===== config.mk =====
export PLATFORM = sky130hd
export DESIGN_NAME = tpu_host_link
export DESIGN_NICKNAME = d
export VERILOG_FILES = /design/src/tpu_link_pkg.sv /design/src/act_loader.sv /design/src/host_cmd_ctrl.sv /design/src/resp_serializer.sv /design/src/tpu_host_link.sv /design/src/uart_rx.sv /design/src/uart_tx.sv /design/src/weight_loader.sv
export SDC_FILE = /design/constraint.sdc
export NUM_CORES = 1
export LEC_CHECK = 0
export BUFFER_PORTS_ARGS = -buffer_cell sky130_fd_sc_hd__clkbuf_2
export CORE_MARGIN = 10
export CORE_UTILIZATION = 55
export CTS_CLUSTER_SIZE = 40
export DETAILED_ROUTE_END_ITERATION = 10
export GPL_TIMING_DRIVEN = 0
export HOLD_SLACK_MARGIN = 0.05
export PLACE_DENSITY = 0.76
export SLEW_MARGIN = 20
export SYNTH_ARGS = -nofsm -noshare
export SYNTH_HDL_FRONTEND = slang
export SYNTH_SLANG_ARGS = --single-unit
export TNS_END_PERCENT = 100

===== constraint.sdc =====
create_clock -name clk -period 3.2 [get_ports clk]
set_input_delay 0.64 -clock clk [delete_from_list [all_inputs] [get_ports clk]]
set_output_delay 0.64 -clock clk [all_outputs]
set_load 0.02 [all_outputs]

===== src/tpu_link_pkg.sv =====
package tpu_link_pkg;

    // Widths that carry a meaning on the host link
    typedef logic [7:0]         byte_t;
    typedef logic [15:0]        act_pair_t;
    typedef logic signed [31:0] acc_t;
    typedef logic [3:0]         mlp_state_t;
    typedef logic [4:0]         cycle_cnt_t;
    typedef logic [31:0]        payload_t;

    // Host opcodes
    localparam byte_t OP_WRITE_WEIGHT = 8'h01;
    localparam byte_t OP_WRITE_ACT    = 8'h02;
    localparam byte_t OP_EXECUTE      = 8'h03;
    localparam byte_t OP_READ_ACC0    = 8'h04;
    localparam byte_t OP_STATUS       = 8'h05;
    localparam byte_t OP_READ_ACC1    = 8'h06;

    // Engine state code while it waits for a start
    localparam mlp_state_t MLP_IDLE = 4'd0;

    // Weight FIFO command, one push per cycle at most
    typedef struct packed {
        logic  reset;
        logic  push_col0;
        logic  push_col1;
        byte_t data;
    } wf_cmd_t;

    // Activation column beat, row 1 in the high byte
    typedef struct packed {
        logic      valid;
        act_pair_t data;
    } act_cmd_t;

    typedef struct packed {
        mlp_state_t state;
        cycle_cnt_t cycle_cnt;
        acc_t       acc0;
        acc_t       acc1;
    } mlp_status_t;

    // Response request; four_bytes low means a single status byte
    typedef struct packed {
        logic     load;
        logic     four_bytes;
        payload_t data;
    } resp_load_t;

endpackage


===== src/act_loader.sv =====
module act_loader (
    input  logic                   clk,
    input  logic                   rst,
    input  logic                   go,
    input  tpu_link_pkg::payload_t payload,
    output tpu_link_pkg::act_cmd_t act,
    output logic                   done
);

    logic phase;

    // Payload is row major, the array takes one column per beat
    always_ff @(posedge clk) begin
        if (rst) begin
            phase     <= 1'b0;
            act.valid <= 1'b0;
            done      <= 1'b0;
        end else begin
            act.valid <= go || phase;
            done      <= phase;
            phase     <= go;
            if (go) begin
                act.data <= {payload[23:16], payload[7:0]};
            end else if (phase) begin
                act.data <= {payload[31:24], payload[15:8]};
            end
        end
    end

endmodule


===== src/host_cmd_ctrl.sv =====
module host_cmd_ctrl (
    input  logic                        clk,
    input  logic                        rst,
    input  tpu_link_pkg::byte_t         rx_data,
    input  logic                        rx_valid,
    input  tpu_link_pkg::mlp_status_t   mlp_status,
    input  logic                        wl_done,
    input  logic                        al_done,
    input  logic                        resp_busy,
    output logic                        wl_go,
    output logic                        al_go,
    output tpu_link_pkg::payload_t      payload,
    output tpu_link_pkg::resp_load_t    resp,
    output logic                        start_mlp,
    output logic                        weights_ready
);

    typedef enum logic [2:0] {
        IDLE,
        RECV_PAYLOAD,
        LOAD_WEIGHTS,
        LOAD_ACTS,
        RESPOND
    } ctrl_state_t;

    ctrl_state_t         state;
    tpu_link_pkg::byte_t opcode;
    logic [1:0]          byte_cnt;

    always_ff @(posedge clk) begin
        if (rst) begin
            state         <= IDLE;
            opcode        <= '0;
            byte_cnt      <= '0;
            wl_go         <= 1'b0;
            al_go         <= 1'b0;
            resp          <= '0;
            start_mlp     <= 1'b0;
            weights_ready <= 1'b0;
        end else begin
            wl_go     <= 1'b0;
            al_go     <= 1'b0;
            resp.load <= 1'b0;

            // Engine leaving idle is the start acknowledge
            if (start_mlp && mlp_status.state != tpu_link_pkg::MLP_IDLE) begin
                start_mlp     <= 1'b0;
                weights_ready <= 1'b0;
            end

            case (state)
                IDLE: begin
                    if (rx_valid) begin
                        opcode   <= rx_data;
                        byte_cnt <= '0;
                        case (rx_data)
                            tpu_link_pkg::OP_WRITE_WEIGHT,
                            tpu_link_pkg::OP_WRITE_ACT: state <= RECV_PAYLOAD;
                            tpu_link_pkg::OP_EXECUTE: start_mlp <= 1'b1;
                            tpu_link_pkg::OP_READ_ACC0: begin
                                resp  <= {1'b1, 1'b1, mlp_status.acc0};
                                state <= RESPOND;
                            end
                            tpu_link_pkg::OP_READ_ACC1: begin
                                resp  <= {1'b1, 1'b1, mlp_status.acc1};
                                state <= RESPOND;
                            end
                            tpu_link_pkg::OP_STATUS: begin
                                resp  <= {1'b1, 1'b0, 24'd0, mlp_status.state,
                                          mlp_status.cycle_cnt[3:0]};
                                state <= RESPOND;
                            end
                            default: ;
                        endcase
                    end
                end
                RECV_PAYLOAD: begin
                    if (rx_valid) begin
                        byte_cnt <= byte_cnt + 2'd1;
                        if (byte_cnt == 2'd3) begin
                            if (opcode == tpu_link_pkg::OP_WRITE_WEIGHT) begin
                                wl_go <= 1'b1;
                                state <= LOAD_WEIGHTS;
                            end else begin
                                al_go <= 1'b1;
                                state <= LOAD_ACTS;
                            end
                        end
                    end
                end
                LOAD_WEIGHTS: begin
                    if (wl_done) begin
                        weights_ready <= 1'b1;
                        state         <= IDLE;
                    end
                end
                LOAD_ACTS: begin
                    if (al_done) begin
                        state <= IDLE;
                    end
                end
                RESPOND: begin
                    // busy only rises the cycle after load
                    if (!resp.load && !resp_busy) begin
                        state <= IDLE;
                    end
                end
                default: state <= IDLE;
            endcase
        end
    end

    // Payload byte 0 lands in the lowest position
    always_ff @(posedge clk) begin
        if (state == RECV_PAYLOAD && rx_valid) begin
            payload[{byte_cnt, 3'b000} +: 8] <= rx_data;
        end
    end

    a_one_loader: assert property (@(posedge clk) disable iff (rst)
        !(wl_go && al_go));

endmodule


===== src/resp_serializer.sv =====
module resp_serializer (
    input  logic                     clk,
    input  logic                     rst,
    input  tpu_link_pkg::resp_load_t resp,
    input  logic                     tx_ready,
    output tpu_link_pkg::byte_t      tx_data,
    output logic                     tx_valid,
    output logic                     busy
);

    tpu_link_pkg::payload_t resp_buf;
    logic [1:0]             idx;
    logic [1:0]             last_idx;

    assign tx_data = resp_buf[{idx, 3'b000} +: 8];

    always_ff @(posedge clk) begin
        if (rst) begin
            idx      <= '0;
            last_idx <= '0;
            tx_valid <= 1'b0;
            busy     <= 1'b0;
        end else if (resp.load) begin
            idx      <= '0;
            last_idx <= resp.four_bytes ? 2'd3 : 2'd0;
            tx_valid <= 1'b1;
            busy     <= 1'b1;
        end else if (tx_valid && tx_ready) begin
            if (idx == last_idx) begin
                tx_valid <= 1'b0;
            end else begin
                idx <= idx + 2'd1;
            end
        end else if (busy && !tx_valid && tx_ready) begin
            // Last frame has left the wire
            busy <= 1'b0;
        end
    end

    always_ff @(posedge clk) begin
        if (resp.load) begin
            resp_buf <= resp.data;
        end
    end

    a_hold_data: assert property (@(posedge clk) disable iff (rst)
        (tx_valid && !tx_ready) |=> (tx_valid && $stable(tx_data)));

endmodule


===== src/tpu_host_link.sv =====
module tpu_host_link #(
    parameter int CLOCK_FREQ = 100_000_000,
    parameter int BAUD_RATE  = 115_200
) (
    input  logic                      clk,
    input  logic                      rst,
    input  logic                      uart_rx_line,
    input  tpu_link_pkg::mlp_status_t mlp_status,
    output logic                      uart_tx_line,
    output tpu_link_pkg::wf_cmd_t     wf,
    output tpu_link_pkg::act_cmd_t    act,
    output logic                      start_mlp,
    output logic                      weights_ready
);

    tpu_link_pkg::byte_t      rx_data;
    logic                     rx_valid;
    tpu_link_pkg::byte_t      tx_data;
    logic                     tx_valid;
    logic                     tx_ready;
    logic                     wl_go;
    logic                     wl_done;
    logic                     al_go;
    logic                     al_done;
    tpu_link_pkg::payload_t   payload;
    tpu_link_pkg::resp_load_t resp;
    logic                     resp_busy;

    uart_rx #(.CLOCK_FREQ(CLOCK_FREQ), .BAUD_RATE(BAUD_RATE)) u_uart_rx (
        .clk(clk), .rst(rst), .rx(uart_rx_line), .rx_data(rx_data), .rx_valid(rx_valid)
    );

    uart_tx #(.CLOCK_FREQ(CLOCK_FREQ), .BAUD_RATE(BAUD_RATE)) u_uart_tx (
        .clk(clk), .rst(rst), .tx_data(tx_data), .tx_valid(tx_valid),
        .tx(uart_tx_line), .tx_ready(tx_ready)
    );

    host_cmd_ctrl u_ctrl (
        .clk(clk), .rst(rst), .rx_data(rx_data), .rx_valid(rx_valid),
        .mlp_status(mlp_status), .wl_done(wl_done), .al_done(al_done),
        .resp_busy(resp_busy), .wl_go(wl_go), .al_go(al_go), .payload(payload),
        .resp(resp), .start_mlp(start_mlp), .weights_ready(weights_ready)
    );

    weight_loader u_weight_loader (
        .clk(clk), .rst(rst), .go(wl_go), .payload(payload), .wf(wf), .done(wl_done)
    );

    act_loader u_act_loader (
        .clk(clk), .rst(rst), .go(al_go), .payload(payload), .act(act), .done(al_done)
    );

    resp_serializer u_resp (
        .clk(clk), .rst(rst), .resp(resp), .tx_ready(tx_ready),
        .tx_data(tx_data), .tx_valid(tx_valid), .busy(resp_busy)
    );

endmodule


===== src/uart_rx.sv =====
module uart_rx #(
    parameter int CLOCK_FREQ = 100_000_000,
    parameter int BAUD_RATE  = 115_200
) (
    input  logic                clk,
    input  logic                rst,
    input  logic                rx,
    output tpu_link_pkg::byte_t rx_data,
    output logic                rx_valid
);

    localparam int CLKS_PER_BIT = CLOCK_FREQ / BAUD_RATE;
    localparam int CNT_W        = $clog2(CLKS_PER_BIT + 1);
    localparam logic [CNT_W-1:0] BIT_END  = CNT_W'(CLKS_PER_BIT - 1);
    localparam logic [CNT_W-1:0] HALF_END = CNT_W'(CLKS_PER_BIT / 2 - 1);

    typedef enum logic [1:0] {RX_IDLE, RX_START, RX_DATA, RX_STOP} rx_state_t;

    rx_state_t        state;
    logic [CNT_W-1:0] cnt;
    logic [2:0]       bit_idx;
    logic             rx_meta;
    logic             rx_sync;

    // Two flops on the asynchronous line
    always_ff @(posedge clk) begin
        if (rst) begin
            rx_meta <= 1'b1;
            rx_sync <= 1'b1;
        end else begin
            rx_meta <= rx;
            rx_sync <= rx_meta;
        end
    end

    always_ff @(posedge clk) begin
        if (rst) begin
            state    <= RX_IDLE;
            cnt      <= '0;
            bit_idx  <= '0;
            rx_valid <= 1'b0;
        end else begin
            rx_valid <= 1'b0;
            cnt      <= cnt + 1'b1;
            case (state)
                RX_IDLE: begin
                    cnt <= '0;
                    if (!rx_sync) begin
                        state <= RX_START;
                    end
                end
                RX_START: begin
                    // Half a bit in, the start bit must still be low
                    if (cnt == HALF_END) begin
                        cnt     <= '0;
                        bit_idx <= '0;
                        state   <= rx_sync ? RX_IDLE : RX_DATA;
                    end
                end
                RX_DATA: begin
                    if (cnt == BIT_END) begin
                        cnt     <= '0;
                        bit_idx <= bit_idx + 1'b1;
                        if (bit_idx == 3'd7) begin
                            state <= RX_STOP;
                        end
                    end
                end
                RX_STOP: begin
                    if (cnt == BIT_END) begin
                        // Framing error drops the byte
                        rx_valid <= rx_sync;
                        state    <= RX_IDLE;
                    end
                end
                default: state <= RX_IDLE;
            endcase
        end
    end

    // LSB arrives first, so shift in from the top
    always_ff @(posedge clk) begin
        if (state == RX_DATA && cnt == BIT_END) begin
            rx_data <= {rx_sync, rx_data[7:1]};
        end
    end

endmodule


===== src/uart_tx.sv =====
module uart_tx #(
    parameter int CLOCK_FREQ = 100_000_000,
    parameter int BAUD_RATE  = 115_200
) (
    input  logic                clk,
    input  logic                rst,
    input  tpu_link_pkg::byte_t tx_data,
    input  logic                tx_valid,
    output logic                tx,
    output logic                tx_ready
);

    localparam int CLKS_PER_BIT = CLOCK_FREQ / BAUD_RATE;
    localparam int CNT_W        = $clog2(CLKS_PER_BIT + 1);
    localparam logic [CNT_W-1:0] BIT_END = CNT_W'(CLKS_PER_BIT - 1);

    typedef enum logic {TX_IDLE, TX_SEND} tx_state_t;

    tx_state_t        state;
    logic [CNT_W-1:0] cnt;
    logic [3:0]       bit_idx;
    logic [9:0]       frame;

    assign tx_ready = (state == TX_IDLE);

    always_ff @(posedge clk) begin
        if (rst) begin
            state   <= TX_IDLE;
            cnt     <= '0;
            bit_idx <= '0;
            tx      <= 1'b1;
        end else if (state == TX_IDLE) begin
            if (tx_valid) begin
                // Start bit goes out right after the transfer edge
                state   <= TX_SEND;
                cnt     <= '0;
                bit_idx <= '0;
                tx      <= 1'b0;
            end
        end else if (cnt == BIT_END) begin
            cnt <= '0;
            if (bit_idx == 4'd9) begin
                state <= TX_IDLE;
            end else begin
                bit_idx <= bit_idx + 4'd1;
                tx      <= frame[bit_idx + 4'd1];
            end
        end else begin
            cnt <= cnt + 1'b1;
        end
    end

    // Stop bit, data LSB first, start bit
    always_ff @(posedge clk) begin
        if (tx_valid && tx_ready) begin
            frame <= {1'b1, tx_data, 1'b0};
        end
    end

    // A low line is always part of a frame
    a_low_line_not_ready: assert property (@(posedge clk) disable iff (rst)
        !tx |-> !tx_ready);

endmodule


===== src/weight_loader.sv =====
module weight_loader (
    input  logic                   clk,
    input  logic                   rst,
    input  logic                   go,
    input  tpu_link_pkg::payload_t payload,
    output tpu_link_pkg::wf_cmd_t  wf,
    output logic                   done
);

    // 0 idle, 1 to 4 one push each
    logic [2:0] step;
    logic [1:0] byte_idx;

    assign byte_idx = step[1:0] - 2'd1;

    always_ff @(posedge clk) begin
        if (rst) begin
            step <= '0;
            wf   <= '0;
            done <= 1'b0;
        end else begin
            wf.reset     <= 1'b0;
            wf.push_col0 <= 1'b0;
            wf.push_col1 <= 1'b0;
            done         <= 1'b0;
            if (go) begin
                // Clear the FIFO pointers before the new weights
                wf.reset <= 1'b1;
                step     <= 3'd1;
            end else if (step != 3'd0) begin
                // Odd steps feed column 0, even steps column 1
                wf.data      <= payload[{byte_idx, 3'b000} +: 8];
                wf.push_col0 <= step[0];
                wf.push_col1 <= ~step[0];
                if (step == 3'd4) begin
                    done <= 1'b1;
                    step <= '0;
                end else begin
                    step <= step + 3'd1;
                end
            end
        end
    end

    a_one_column: assert property (@(posedge clk) disable iff (rst)
        !(wf.push_col0 && wf.push_col1));

endmodule

==> flow_results.xml, run 1 <==
<?xml version="1.0" encoding="UTF-8"?>
<metrics>
  <group name="run_status">
    <metric name="status" unit="">finished clean</metric>
  </group>
  <group name="worst_setup_path">
    <metric name="path_buf_inv" unit="">1</metric>
    <metric name="crit_fanout" unit="">10</metric>
    <metric name="timing.critical_path.cells" unit="">nor3_1 -&gt; and3_1 -&gt; nor3b_1 -&gt; clkbuf_1 -&gt; a22oi_1 -&gt; nor2_1</metric>
    <metric name="setup.worst_path.end_class" unit="">register</metric>
    <metric name="timing_worst_setup_path_type" unit="">register to register</metric>
    <metric name="critPathTopFamily" unit="">simple AND/OR/NAND/NOR gates</metric>
    <metric name="cp.arrival" unit="ps">3290</metric>
    <metric name="worst_path_max_delay_cell" unit="">sky130_fd_sc_hd__nor3b_1</metric>
    <metric name="worst_setup_path_start_kind" unit="">register</metric>
    <metric name="worstPathRequired" unit="ps">3620</metric>
    <metric name="timing.critical_path.slowest_cell_delay" unit="ps">820</metric>
  </group>
  <group name="floorplan">
    <metric name="die_height" unit="um">146</metric>
    <metric name="rows" unit="">46</metric>
    <metric name="initial_core_util" unit="">0.556</metric>
    <metric name="floorplan.die.width" unit="um">146</metric>
    <metric name="die_area" unit="um2">21300</metric>
    <metric name="core_region_area" unit="um2">15700</metric>
    <metric name="top_level_ports" unit="">107</metric>
  </group>
  <group name="cts">
    <metric name="cts_tree" unit="">yes</metric>
    <metric name="ctsResizeCount" unit="">0</metric>
    <metric name="htree_levels" unit="">1</metric>
    <metric name="clock_latency" unit="ps">480</metric>
    <metric name="clockBufferDepth" unit="">3</metric>
    <metric name="clkSinkCount" unit="">204</metric>
    <metric name="cts.clk_slew.worst_paths" unit="ps">60</metric>
    <metric name="cts.repair_timing.setup_buffer_count" unit="">0</metric>
    <metric name="cts_made_buffers" unit="">21</metric>
    <metric name="clockRootBuffer" unit="">sky130_fd_sc_hd__clkbuf_16</metric>
    <metric name="cts-hold-fix-buffers" unit="">0</metric>
  </group>
  <group name="detailed_routing">
    <metric name="route.detailed.drc" unit="">0</metric>
    <metric name="detail_route.wirelength" unit="um">18800</metric>
    <metric name="total_number_of_vias" unit="">6152</metric>
    <metric name="wire_per_inst" unit="um">16.8</metric>
    <metric name="first_iter_violations" unit="">337</metric>
    <metric name="antenna_violating_nets_post_route" unit="">0</metric>
    <metric name="via_per_inst" unit="">5.52</metric>
    <metric name="drtPass1Iterations" unit="">5</metric>
  </group>
  <group name="logic_synthesis">
    <metric name="ys_seq_elements" unit="">204</metric>
    <metric name="yosysMostFrequentCell" unit="">sky130_fd_sc_hd__dfxtp_1</metric>
    <metric name="syn_area_per_cell" unit="um2">11.6</metric>
    <metric name="main_synth_ff_type" unit="">sky130_fd_sc_hd__dfxtp_1</metric>
    <metric name="synthDominantCellAreaShare" unit="">0.330</metric>
    <metric name="synth_largest_area_cell" unit="">sky130_fd_sc_hd__edfxtp_1</metric>
    <metric name="synth-edff-count" unit="">96</metric>
    <metric name="synthArstFlopShare" unit="">0</metric>
    <metric name="synth_commonest_cells" unit="">sky130_fd_sc_hd__dfxtp_1 (108), sky130_fd_sc_hd__edfxtp_1 (96), sky130_fd_sc_hd__nor2_1 (76)</metric>
    <metric name="yosys_warnings" unit="">0</metric>
    <metric name="syn-cell-area" unit="um2">8740</metric>
    <metric name="post_synth_num_cell_types" unit="">62</metric>
    <metric name="syn-instance-count" unit="">755</metric>
    <metric name="synth_fp_nets" unit="">852</metric>
    <metric name="post_synth_main_area_contributors" unit="">sky130_fd_sc_hd__edfxtp_1 (33%), sky130_fd_sc_hd__dfxtp_1 (25%), sky130_fd_sc_hd__mux2_2 (5.2%)</metric>
    <metric name="seq_area_frac_synth" unit="">0.577</metric>
  </group>
  <group name="sta">
    <metric name="setup_viol" unit="">0</metric>
    <metric name="max-slew-margin-rel" unit="">0.311</metric>
    <metric name="timing.final.hold_violations" unit="">0</metric>
    <metric name="final.min_clock_period" unit="ps">2870</metric>
    <metric name="worst-slew-pin-transition" unit="ps">1030</metric>
    <metric name="fmax" unit="MHz">348</metric>
    <metric name="final_setup_tns" unit="ps">0</metric>
    <metric name="rsz0062_at_grt" unit="">no</metric>
    <metric name="timing.clock.skew" unit="ps">7.42</metric>
    <metric name="post-route-period-util" unit="">0.898</metric>
    <metric name="report.final.slew_viol_count" unit="">0</metric>
  </group>
  <group name="min_path">
    <metric name="timing.hold.worst.class" unit="">primary input to register</metric>
  </group>
  <group name="global_routing">
    <metric name="track_usage" unit="">0.171</metric>
    <metric name="global_route_track_usage_on_met3" unit="">0.0445</metric>
    <metric name="via_count_of_the_first_global_routing_pass" unit="">6296</metric>
    <metric name="global_route.overflow_total" unit="">0</metric>
    <metric name="grt_use_met2" unit="">0.286</metric>
    <metric name="grt_max_degree" unit="">22</metric>
    <metric name="grt-busiest-layer" unit="">met2</metric>
    <metric name="antenna_found_initial" unit="">0</metric>
    <metric name="grt_first_pass_wirelength" unit="um">30800</metric>
    <metric name="groute.layer.met1.usage" unit="">0.216</metric>
  </group>
  <group name="pwr">
    <metric name="p_leak" unit="nW">3.75</metric>
    <metric name="cellPowerDensity" unit="nW/um2">571</metric>
    <metric name="worst_ir_drop_vdd" unit="uV">346</metric>
  </group>
  <group name="finish">
    <metric name="drive_gt1_frac" unit="">0.232</metric>
    <metric name="final_net_count" unit="">981</metric>
    <metric name="syn2layout_area_growth" unit="%">17.6</metric>
    <metric name="count_of_inserted_antenna_diode_cells" unit="">0</metric>
    <metric name="final_area" unit="um2">10300</metric>
  </group>
  <group name="placed_design">
    <metric name="place_area" unit="um2">9570</metric>
    <metric name="post-dp-hpwl" unit="um">13300</metric>
    <metric name="port_buffer_count" unit="">105</metric>
    <metric name="place.gp.congestion" unit="">0.852</metric>
  </group>
  <group name="flow_run">
    <metric name="cap_viol_max_count" unit="">0</metric>
  </group>
</metrics>
## state kept, by name (all words and copies together), names as in the netlist, 4 cells and up, named ones only
register,flops
u_act_loader.act,17
u_ctrl.opcode,8
u_ctrl.payload,32
u_ctrl.resp,34
u_resp.resp_buf,32
u_uart_rx.cnt,10
u_uart_rx.rx_data,8
u_uart_tx.bit_idx,4
u_uart_tx.cnt,10
u_uart_tx.frame,8
u_weight_loader.wf,11
## final cells by class
cell class	instances	area, um2
buffer	39	163
clock buffer	24	547
clock inverter	13	166
fill	1236	5430
inverter	13	48.8
multi-input combinational	499	3480
sequential	204	5050
tap	216	270
timing repair buffer	106	553
## cells in the final DEF, fill, tap and decap left out, types with 7 or more instances in the layout
master | netlist | layout
sky130_fd_sc_hd__dfxtp_1 | 108 | 107
sky130_fd_sc_hd__clkbuf_2 | 0 | 105
sky130_fd_sc_hd__edfxtp_1 | 96 | 96
sky130_fd_sc_hd__nor2_1 | 76 | 76
sky130_fd_sc_hd__nand2_1 | 73 | 73
sky130_fd_sc_hd__a21oi_1 | 41 | 41
sky130_fd_sc_hd__mux2_2 | 40 | 40
sky130_fd_sc_hd__and2_1 | 34 | 34
sky130_fd_sc_hd__clkbuf_1 | 30 | 32
sky130_fd_sc_hd__a22oi_1 | 25 | 25
sky130_fd_sc_hd__nand3_1 | 23 | 23
sky130_fd_sc_hd__ha_1 | 21 | 21
sky130_fd_sc_hd__clkbuf_16 | 0 | 21
sky130_fd_sc_hd__mux4_2 | 17 | 17
sky130_fd_sc_hd__mux2i_1 | 15 | 15
sky130_fd_sc_hd__o21ai_0 | 14 | 14
sky130_fd_sc_hd__inv_1 | 13 | 13
sky130_fd_sc_hd__nor3_1 | 13 | 13
sky130_fd_sc_hd__and3_1 | 13 | 13
sky130_fd_sc_hd__nor2b_1 | 9 | 9
sky130_fd_sc_hd__nor3b_1 | 8 | 8
sky130_fd_sc_hd__buf_1 | 7 | 7
## power by group
part / internal (W) / switching (W)
Sequential: 0.00277 / 0.0000406
Clock: 0.00155 / 0.000963
Combinational: 0.000234 / 0.000324
## cell families (layout without fill, tap and decap cells)
kind of cell / Yosys count / count (layout) / share of synthesized area
buffers and inverters: 52 / 195 / 0.0242
AOI/OAI and AO/OA: 111 / 111 / 0.0837
and+or+nand+nor: 283 / 283 / 0.160
DFF: 204 / 204 / 0.577
adders and majority gates: 21 / 21 / 0.0301
xor gates and xnor gates: 12 / 12 / 0.0120
muxes: 72 / 72 / 0.113
## final timing paths
| path | end | cells past startpoint | start | slack (ps) |
|---|---|---|---|---|
| min reg2reg | u_uart_rx.rx_sync | 1 | u_uart_rx.rx_meta | 410 |
| max | u_ctrl.resp[30] | 6 | u_uart_rx.rx_data[7] | 330 |
| max reg2reg | u_ctrl.resp[30] | 6 | u_uart_rx.rx_data[7] | 330 |
| min | u_uart_rx.rx_meta | 2 | uart_rx_line | 340 |
## per-layer routing
metal,part of all wire,vias to the layer above,routed length [um]
met1,0.45,2924,8380
met4,0.021,0,401
li1,-,3022,-
met5,0,-,0
met2,0.47,174,8750
met3,0.066,32,1250
## stage by stage
step | power [W] | utilization | cells | hold slack, ps | setup slack (ps)
after floorplan | 0.00324 | - | 755 | 389 | 1040
after global routing | 0.00610 | 0.654 | 1114 | 320 | 67.8
after detailed placement | 0.00342 | 0.609 | 1077 | 398 | 338
final | 0.00587 | 0.654 | 1114 | 338 | 328
after CTS | 0.00591 | 0.654 | 1114 | 323 | 311
after global placement | 0.00341 | 0.607 | 1076 | 397 | 412
Note: power is estimated with default switching activity, not from simulation.
==> run 2: changes to the inputs <==
- CELL_PAD_IN_SITES_DETAIL_PLACEMENT: not set -> 1
- CELL_PAD_IN_SITES_GLOBAL_PLACEMENT: not set -> 2
- CORE_MARGIN: 10 -> not set
- CORE_UTILIZATION: 55 -> 42
- PLACE_DENSITY: 0.76 -> not set
- PLACE_DENSITY_LB_ADDON: not set -> 0.1
- SYNTH_HIERARCHICAL: not set -> 1
==> run 2 against run 1 <==
Against the previous run:
- routed wire length is 17% higher
- critical endpoint is now u_ctrl/resp[15]
- cell count is 8.9% higher
- combinational power is 4.8% lower
- sequential power hardly changed
- largest cell class unchanged
==> flow_results.xml, run 2 <==
<?xml version="1.0" encoding="UTF-8"?>
<metrics>
  <group name="run_status">
    <metric name="status" unit="">finished clean</metric>
  </group>
  <group name="placed_design">
    <metric name="place_area" unit="um2">10200</metric>
    <metric name="post-dp-hpwl" unit="um">16200</metric>
    <metric name="numPlacedInstances" unit="">1173</metric>
    <metric name="place.gp.congestion" unit="">0.771</metric>
    <metric name="port_buffer_count" unit="">105</metric>
  </group>
  <group name="logic_synthesis">
    <metric name="synth-edff-count" unit="">96</metric>
    <metric name="yosys_warnings" unit="">6</metric>
    <metric name="main_synth_ff_type" unit="">sky130_fd_sc_hd__dfxtp_1</metric>
    <metric name="syn-cell-area" unit="um2">9320</metric>
    <metric name="synth_commonest_cells" unit="">sky130_fd_sc_hd__dfxtp_1 (108), sky130_fd_sc_hd__edfxtp_1 (96), sky130_fd_sc_hd__nand2_1 (70)</metric>
    <metric name="post_synth_num_cell_types" unit="">82</metric>
    <metric name="synthArstFlopShare" unit="">0</metric>
    <metric name="syn-instance-count" unit="">787</metric>
    <metric name="synth_largest_area_cell" unit="">sky130_fd_sc_hd__edfxtp_1</metric>
    <metric name="syn_area_per_cell" unit="um2">11.8</metric>
    <metric name="post_synth_main_area_contributors" unit="">sky130_fd_sc_hd__edfxtp_1 (31%), sky130_fd_sc_hd__dfxtp_1 (23%), sky130_fd_sc_hd__mux2_2 (4.1%)</metric>
    <metric name="seq_area_frac_synth" unit="">0.541</metric>
    <metric name="synth_fp_nets" unit="">878</metric>
    <metric name="ys_seq_elements" unit="">204</metric>
    <metric name="yosysMostFrequentCell" unit="">sky130_fd_sc_hd__dfxtp_1</metric>
    <metric name="synthDominantCellAreaShare" unit="">0.309</metric>
  </group>
  <group name="global_routing">
    <metric name="track_usage" unit="">0.197</metric>
    <metric name="global_route.overflow_total" unit="">0</metric>
    <metric name="via_count_of_the_first_global_routing_pass" unit="">6743</metric>
    <metric name="grt_max_degree" unit="">26</metric>
    <metric name="antenna_found_initial" unit="">0</metric>
    <metric name="grt_first_pass_wirelength" unit="um">35500</metric>
  </group>
  <group name="floorplan">
    <metric name="top_level_ports" unit="">107</metric>
    <metric name="floorplan.die.width" unit="um">151</metric>
    <metric name="rows" unit="">54</metric>
    <metric name="die_area" unit="um2">22800</metric>
    <metric name="die_height" unit="um">151</metric>
    <metric name="core_region_area" unit="um2">21800</metric>
    <metric name="initial_core_util" unit="">0.428</metric>
  </group>
  <group name="sta">
    <metric name="timing.final.hold_violations" unit="">0</metric>
    <metric name="post-route-period-util" unit="">0.792</metric>
    <metric name="timing.clock.skew" unit="ps">15.4</metric>
    <metric name="final_setup_tns" unit="ps">0</metric>
    <metric name="report.final.slew_viol_count" unit="">0</metric>
    <metric name="rsz0062_at_grt" unit="">no</metric>
    <metric name="fmax" unit="MHz">395</metric>
    <metric name="final.min_clock_period" unit="ps">2530</metric>
    <metric name="setup_viol" unit="">0</metric>
    <metric name="worst-slew-pin-transition" unit="ps">904</metric>
    <metric name="max-slew-margin-rel" unit="">0.389</metric>
  </group>
  <group name="worst_setup_path">
    <metric name="r2r-start" unit="">u_uart_rx/rx_data[5]</metric>
    <metric name="crit_fanout" unit="">10</metric>
    <metric name="cp.arrival" unit="ps">2880</metric>
    <metric name="timing_worst_setup_path_type" unit="">register to register</metric>
    <metric name="crit_cells" unit="">5</metric>
    <metric name="timing.critical_path.slowest_cell_delay" unit="ps">590</metric>
    <metric name="path_buf_inv" unit="">1</metric>
    <metric name="reg2reg_setup_slack" unit="ps">670</metric>
    <metric name="worstPathRequired" unit="ps">3550</metric>
    <metric name="timing.critical_path.cells" unit="">nor4_1 -&gt; nand4_1 -&gt; clkbuf_1 -&gt; o211ai_1 -&gt; o21ai_0</metric>
    <metric name="timing.rr.end" unit="">u_ctrl/resp[15]</metric>
    <metric name="worst-r2r-cell-count" unit="">5</metric>
    <metric name="worst_setup_path_start_kind" unit="">register</metric>
    <metric name="crit_path_start" unit="">u_uart_rx/rx_data[5]</metric>
    <metric name="timing.critical_path.to" unit="">u_ctrl/resp[15]</metric>
    <metric name="critPathTopFamily" unit="">simple AND/OR/NAND/NOR gates</metric>
    <metric name="worst_path_max_delay_cell" unit="">sky130_fd_sc_hd__nor4_1</metric>
    <metric name="setup.worst_path.end_class" unit="">register</metric>
  </group>
  <group name="pwr">
    <metric name="internal_power_summed_over_all_cells" unit="W">0.00449</metric>
    <metric name="clock_power_share" unit="">0.428</metric>
    <metric name="comb_power_share" unit="">0.091</metric>
    <metric name="switching_share" unit="">0.230</metric>
    <metric name="sequentialPowerShare" unit="">0.481</metric>
    <metric name="cellPowerDensity" unit="nW/um2">533</metric>
    <metric name="p_leak" unit="nW">3.91</metric>
    <metric name="fin_total_pwr" unit="W">0.00583</metric>
    <metric name="worst_ir_drop_vdd" unit="uV">320</metric>
    <metric name="power_switching" unit="W">0.00134</metric>
  </group>
  <group name="detailed_routing">
    <metric name="antenna_violating_nets_post_route" unit="">0</metric>
    <metric name="detail_route.wirelength" unit="um">22000</metric>
    <metric name="wire_per_inst" unit="um">18.1</metric>
    <metric name="route.detailed.drc" unit="">0</metric>
    <metric name="first_iter_violations" unit="">280</metric>
    <metric name="via_per_inst" unit="">5.37</metric>
    <metric name="drtPass1Iterations" unit="">4</metric>
    <metric name="total_number_of_vias" unit="">6517</metric>
  </group>
  <group name="cts">
    <metric name="clock_latency" unit="ps">500</metric>
    <metric name="htree_levels" unit="">1</metric>
    <metric name="clockRootBuffer" unit="">sky130_fd_sc_hd__clkbuf_16</metric>
    <metric name="clkSinkCount" unit="">204</metric>
    <metric name="clockBufferDepth" unit="">3</metric>
    <metric name="cts_tree" unit="">yes</metric>
    <metric name="cts-hold-fix-buffers" unit="">0</metric>
    <metric name="cts_made_buffers" unit="">22</metric>
    <metric name="ctsResizeCount" unit="">0</metric>
    <metric name="cts.clk_slew.worst_paths" unit="ps">60</metric>
    <metric name="cts.repair_timing.setup_buffer_count" unit="">0</metric>
  </group>
  <group name="finish">
    <metric name="top_regs" unit="">u_ctrl/resp: 34 flops, u_ctrl/payload: 32 flops, u_resp/resp_buf: 32 flops</metric>
    <metric name="nFillCells" unit="">2343</metric>
    <metric name="final_area" unit="um2">10900</metric>
    <metric name="layout.cells.most_common_list" unit="">sky130_fd_sc_hd__dfxtp_1 (107), sky130_fd_sc_hd__clkbuf_2 (106), sky130_fd_sc_hd__edfxtp_1 (96)</metric>
    <metric name="register_with_the_most_flip_flops" unit="">u_ctrl/resp</metric>
    <metric name="drive_gt1_frac" unit="">0.268</metric>
    <metric name="largest_reg_flops" unit="">34</metric>
    <metric name="instances_no_fill" unit="">1213</metric>
    <metric name="count_of_inserted_antenna_diode_cells" unit="">0</metric>
    <metric name="final_net_count" unit="">1008</metric>
    <metric name="syn2layout_area_growth" unit="%">17.4</metric>
    <metric name="area_of_the_multi_input_gates" unit="um2">3900</metric>
    <metric name="final_common_cell" unit="">sky130_fd_sc_hd__dfxtp_1</metric>
    <metric name="ff_latch_area" unit="um2">5050</metric>
  </group>
  <group name="flow_run">
    <metric name="cap_viol_max_count" unit="">0</metric>
  </group>
  <group name="min_path">
    <metric name="worstHoldPathCells" unit="">2</metric>
    <metric name="timing.hold.worst.class" unit="">primary input to register</metric>
  </group>
</metrics>
[run 2: cell count changes in the layout (fill, tap and decap cells not counted), moves of 10 or more]
| cell | change |
|---|---|
| sky130_fd_sc_hd__clkbuf_8 | +10 |
| sky130_fd_sc_hd__a22oi_1 | -25 |
| sky130_fd_sc_hd__o211ai_1 | +27 |
| sky130_fd_sc_hd__nor2_1 | -35 |
| sky130_fd_sc_hd__o21ai_0 | +17 |
[run 2: worst min path at each step]
stage                                 start           endpoint  slack [ps]
after CTS                      uart_rx_line  u_uart_rx/rx_meta         310
after floorplan           u_uart_rx/rx_meta  u_uart_rx/rx_sync         390
after global placement    u_uart_rx/rx_meta  u_uart_rx/rx_sync         400
final                          uart_rx_line  u_uart_rx/rx_meta         320
after global routing           uart_rx_line  u_uart_rx/rx_meta         320
after detailed placement  u_uart_rx/rx_meta  u_uart_rx/rx_sync         400
[run 2: worst register-to-register path, cell delays in order (launching register included)]
cell and delay (ps):
sky130_fd_sc_hd__edfxtp_1 500, sky130_fd_sc_hd__nor4_1 590, sky130_fd_sc_hd__nand4_1 530, sky130_fd_sc_hd__clkbuf_1 390, sky130_fd_sc_hd__o211ai_1 250, sky130_fd_sc_hd__o21ai_0 130
[run 2: kinds of logic (layout without fill, tap and decap cells)]
kind of cell | after synthesis | after routing | share of synthesized area
xor+xnor | 11 | 11 | 0.0103
buf+inv | 62 | 208 | 0.0395
compound gates | 146 | 146 | 0.108
simple gates | 267 | 267 | 0.160
mux | 82 | 82 | 0.120
fa+ha+maj | 15 | 15 | 0.0201
flops | 204 | 204 | 0.541
[run 2: per-stage QoR]
step	util	worst slack [ps]	hold slack, ps
finish	0.503	666	322
global route	0.503	475	323
CTS	0.503	694	309
detailed placement	0.470	290	397
global placement	0.468	343	395
floorplan	-	1080	389
[run 2: area by class of cell]
type	instances	area share
Multi-Input combinational cell	521	0.357
Buffer	45	0.0278
Clock inverter	7	0.00538
Sequential cell	204	0.462
Timing Repair Buffer	106	0.0506
Tap cell	280	0.0320
Clock buffer	33	0.0597
Inverter	17	0.00584
[run 2: metal layers]
| layer | global-route usage | wire length (um) | up-vias |
|---|---|---|---|
| met3 | 0.0304 | 859 | 26 |
| met2 | 0.342 | 10900 | 120 |
| li1 | - | - | 3182 |
| met1 | 0.258 | 9880 | 3189 |
| met5 | 0 | 0 | - |
| met4 | 0.0450 | 314 | 0 |
[run 2: power by group through the flow]
stage          Sequential, W  Combinational [W]  Clock [W]
2_1_floorplan        0.00291           0.000307          0
3_3_place_gp         0.00285           0.000520          0
3_5_place_dp         0.00286           0.000536          0
4_1_cts              0.00280           0.000541    0.00255
5_1_grt              0.00281           0.000591    0.00265
6_report             0.00280           0.000531    0.00249
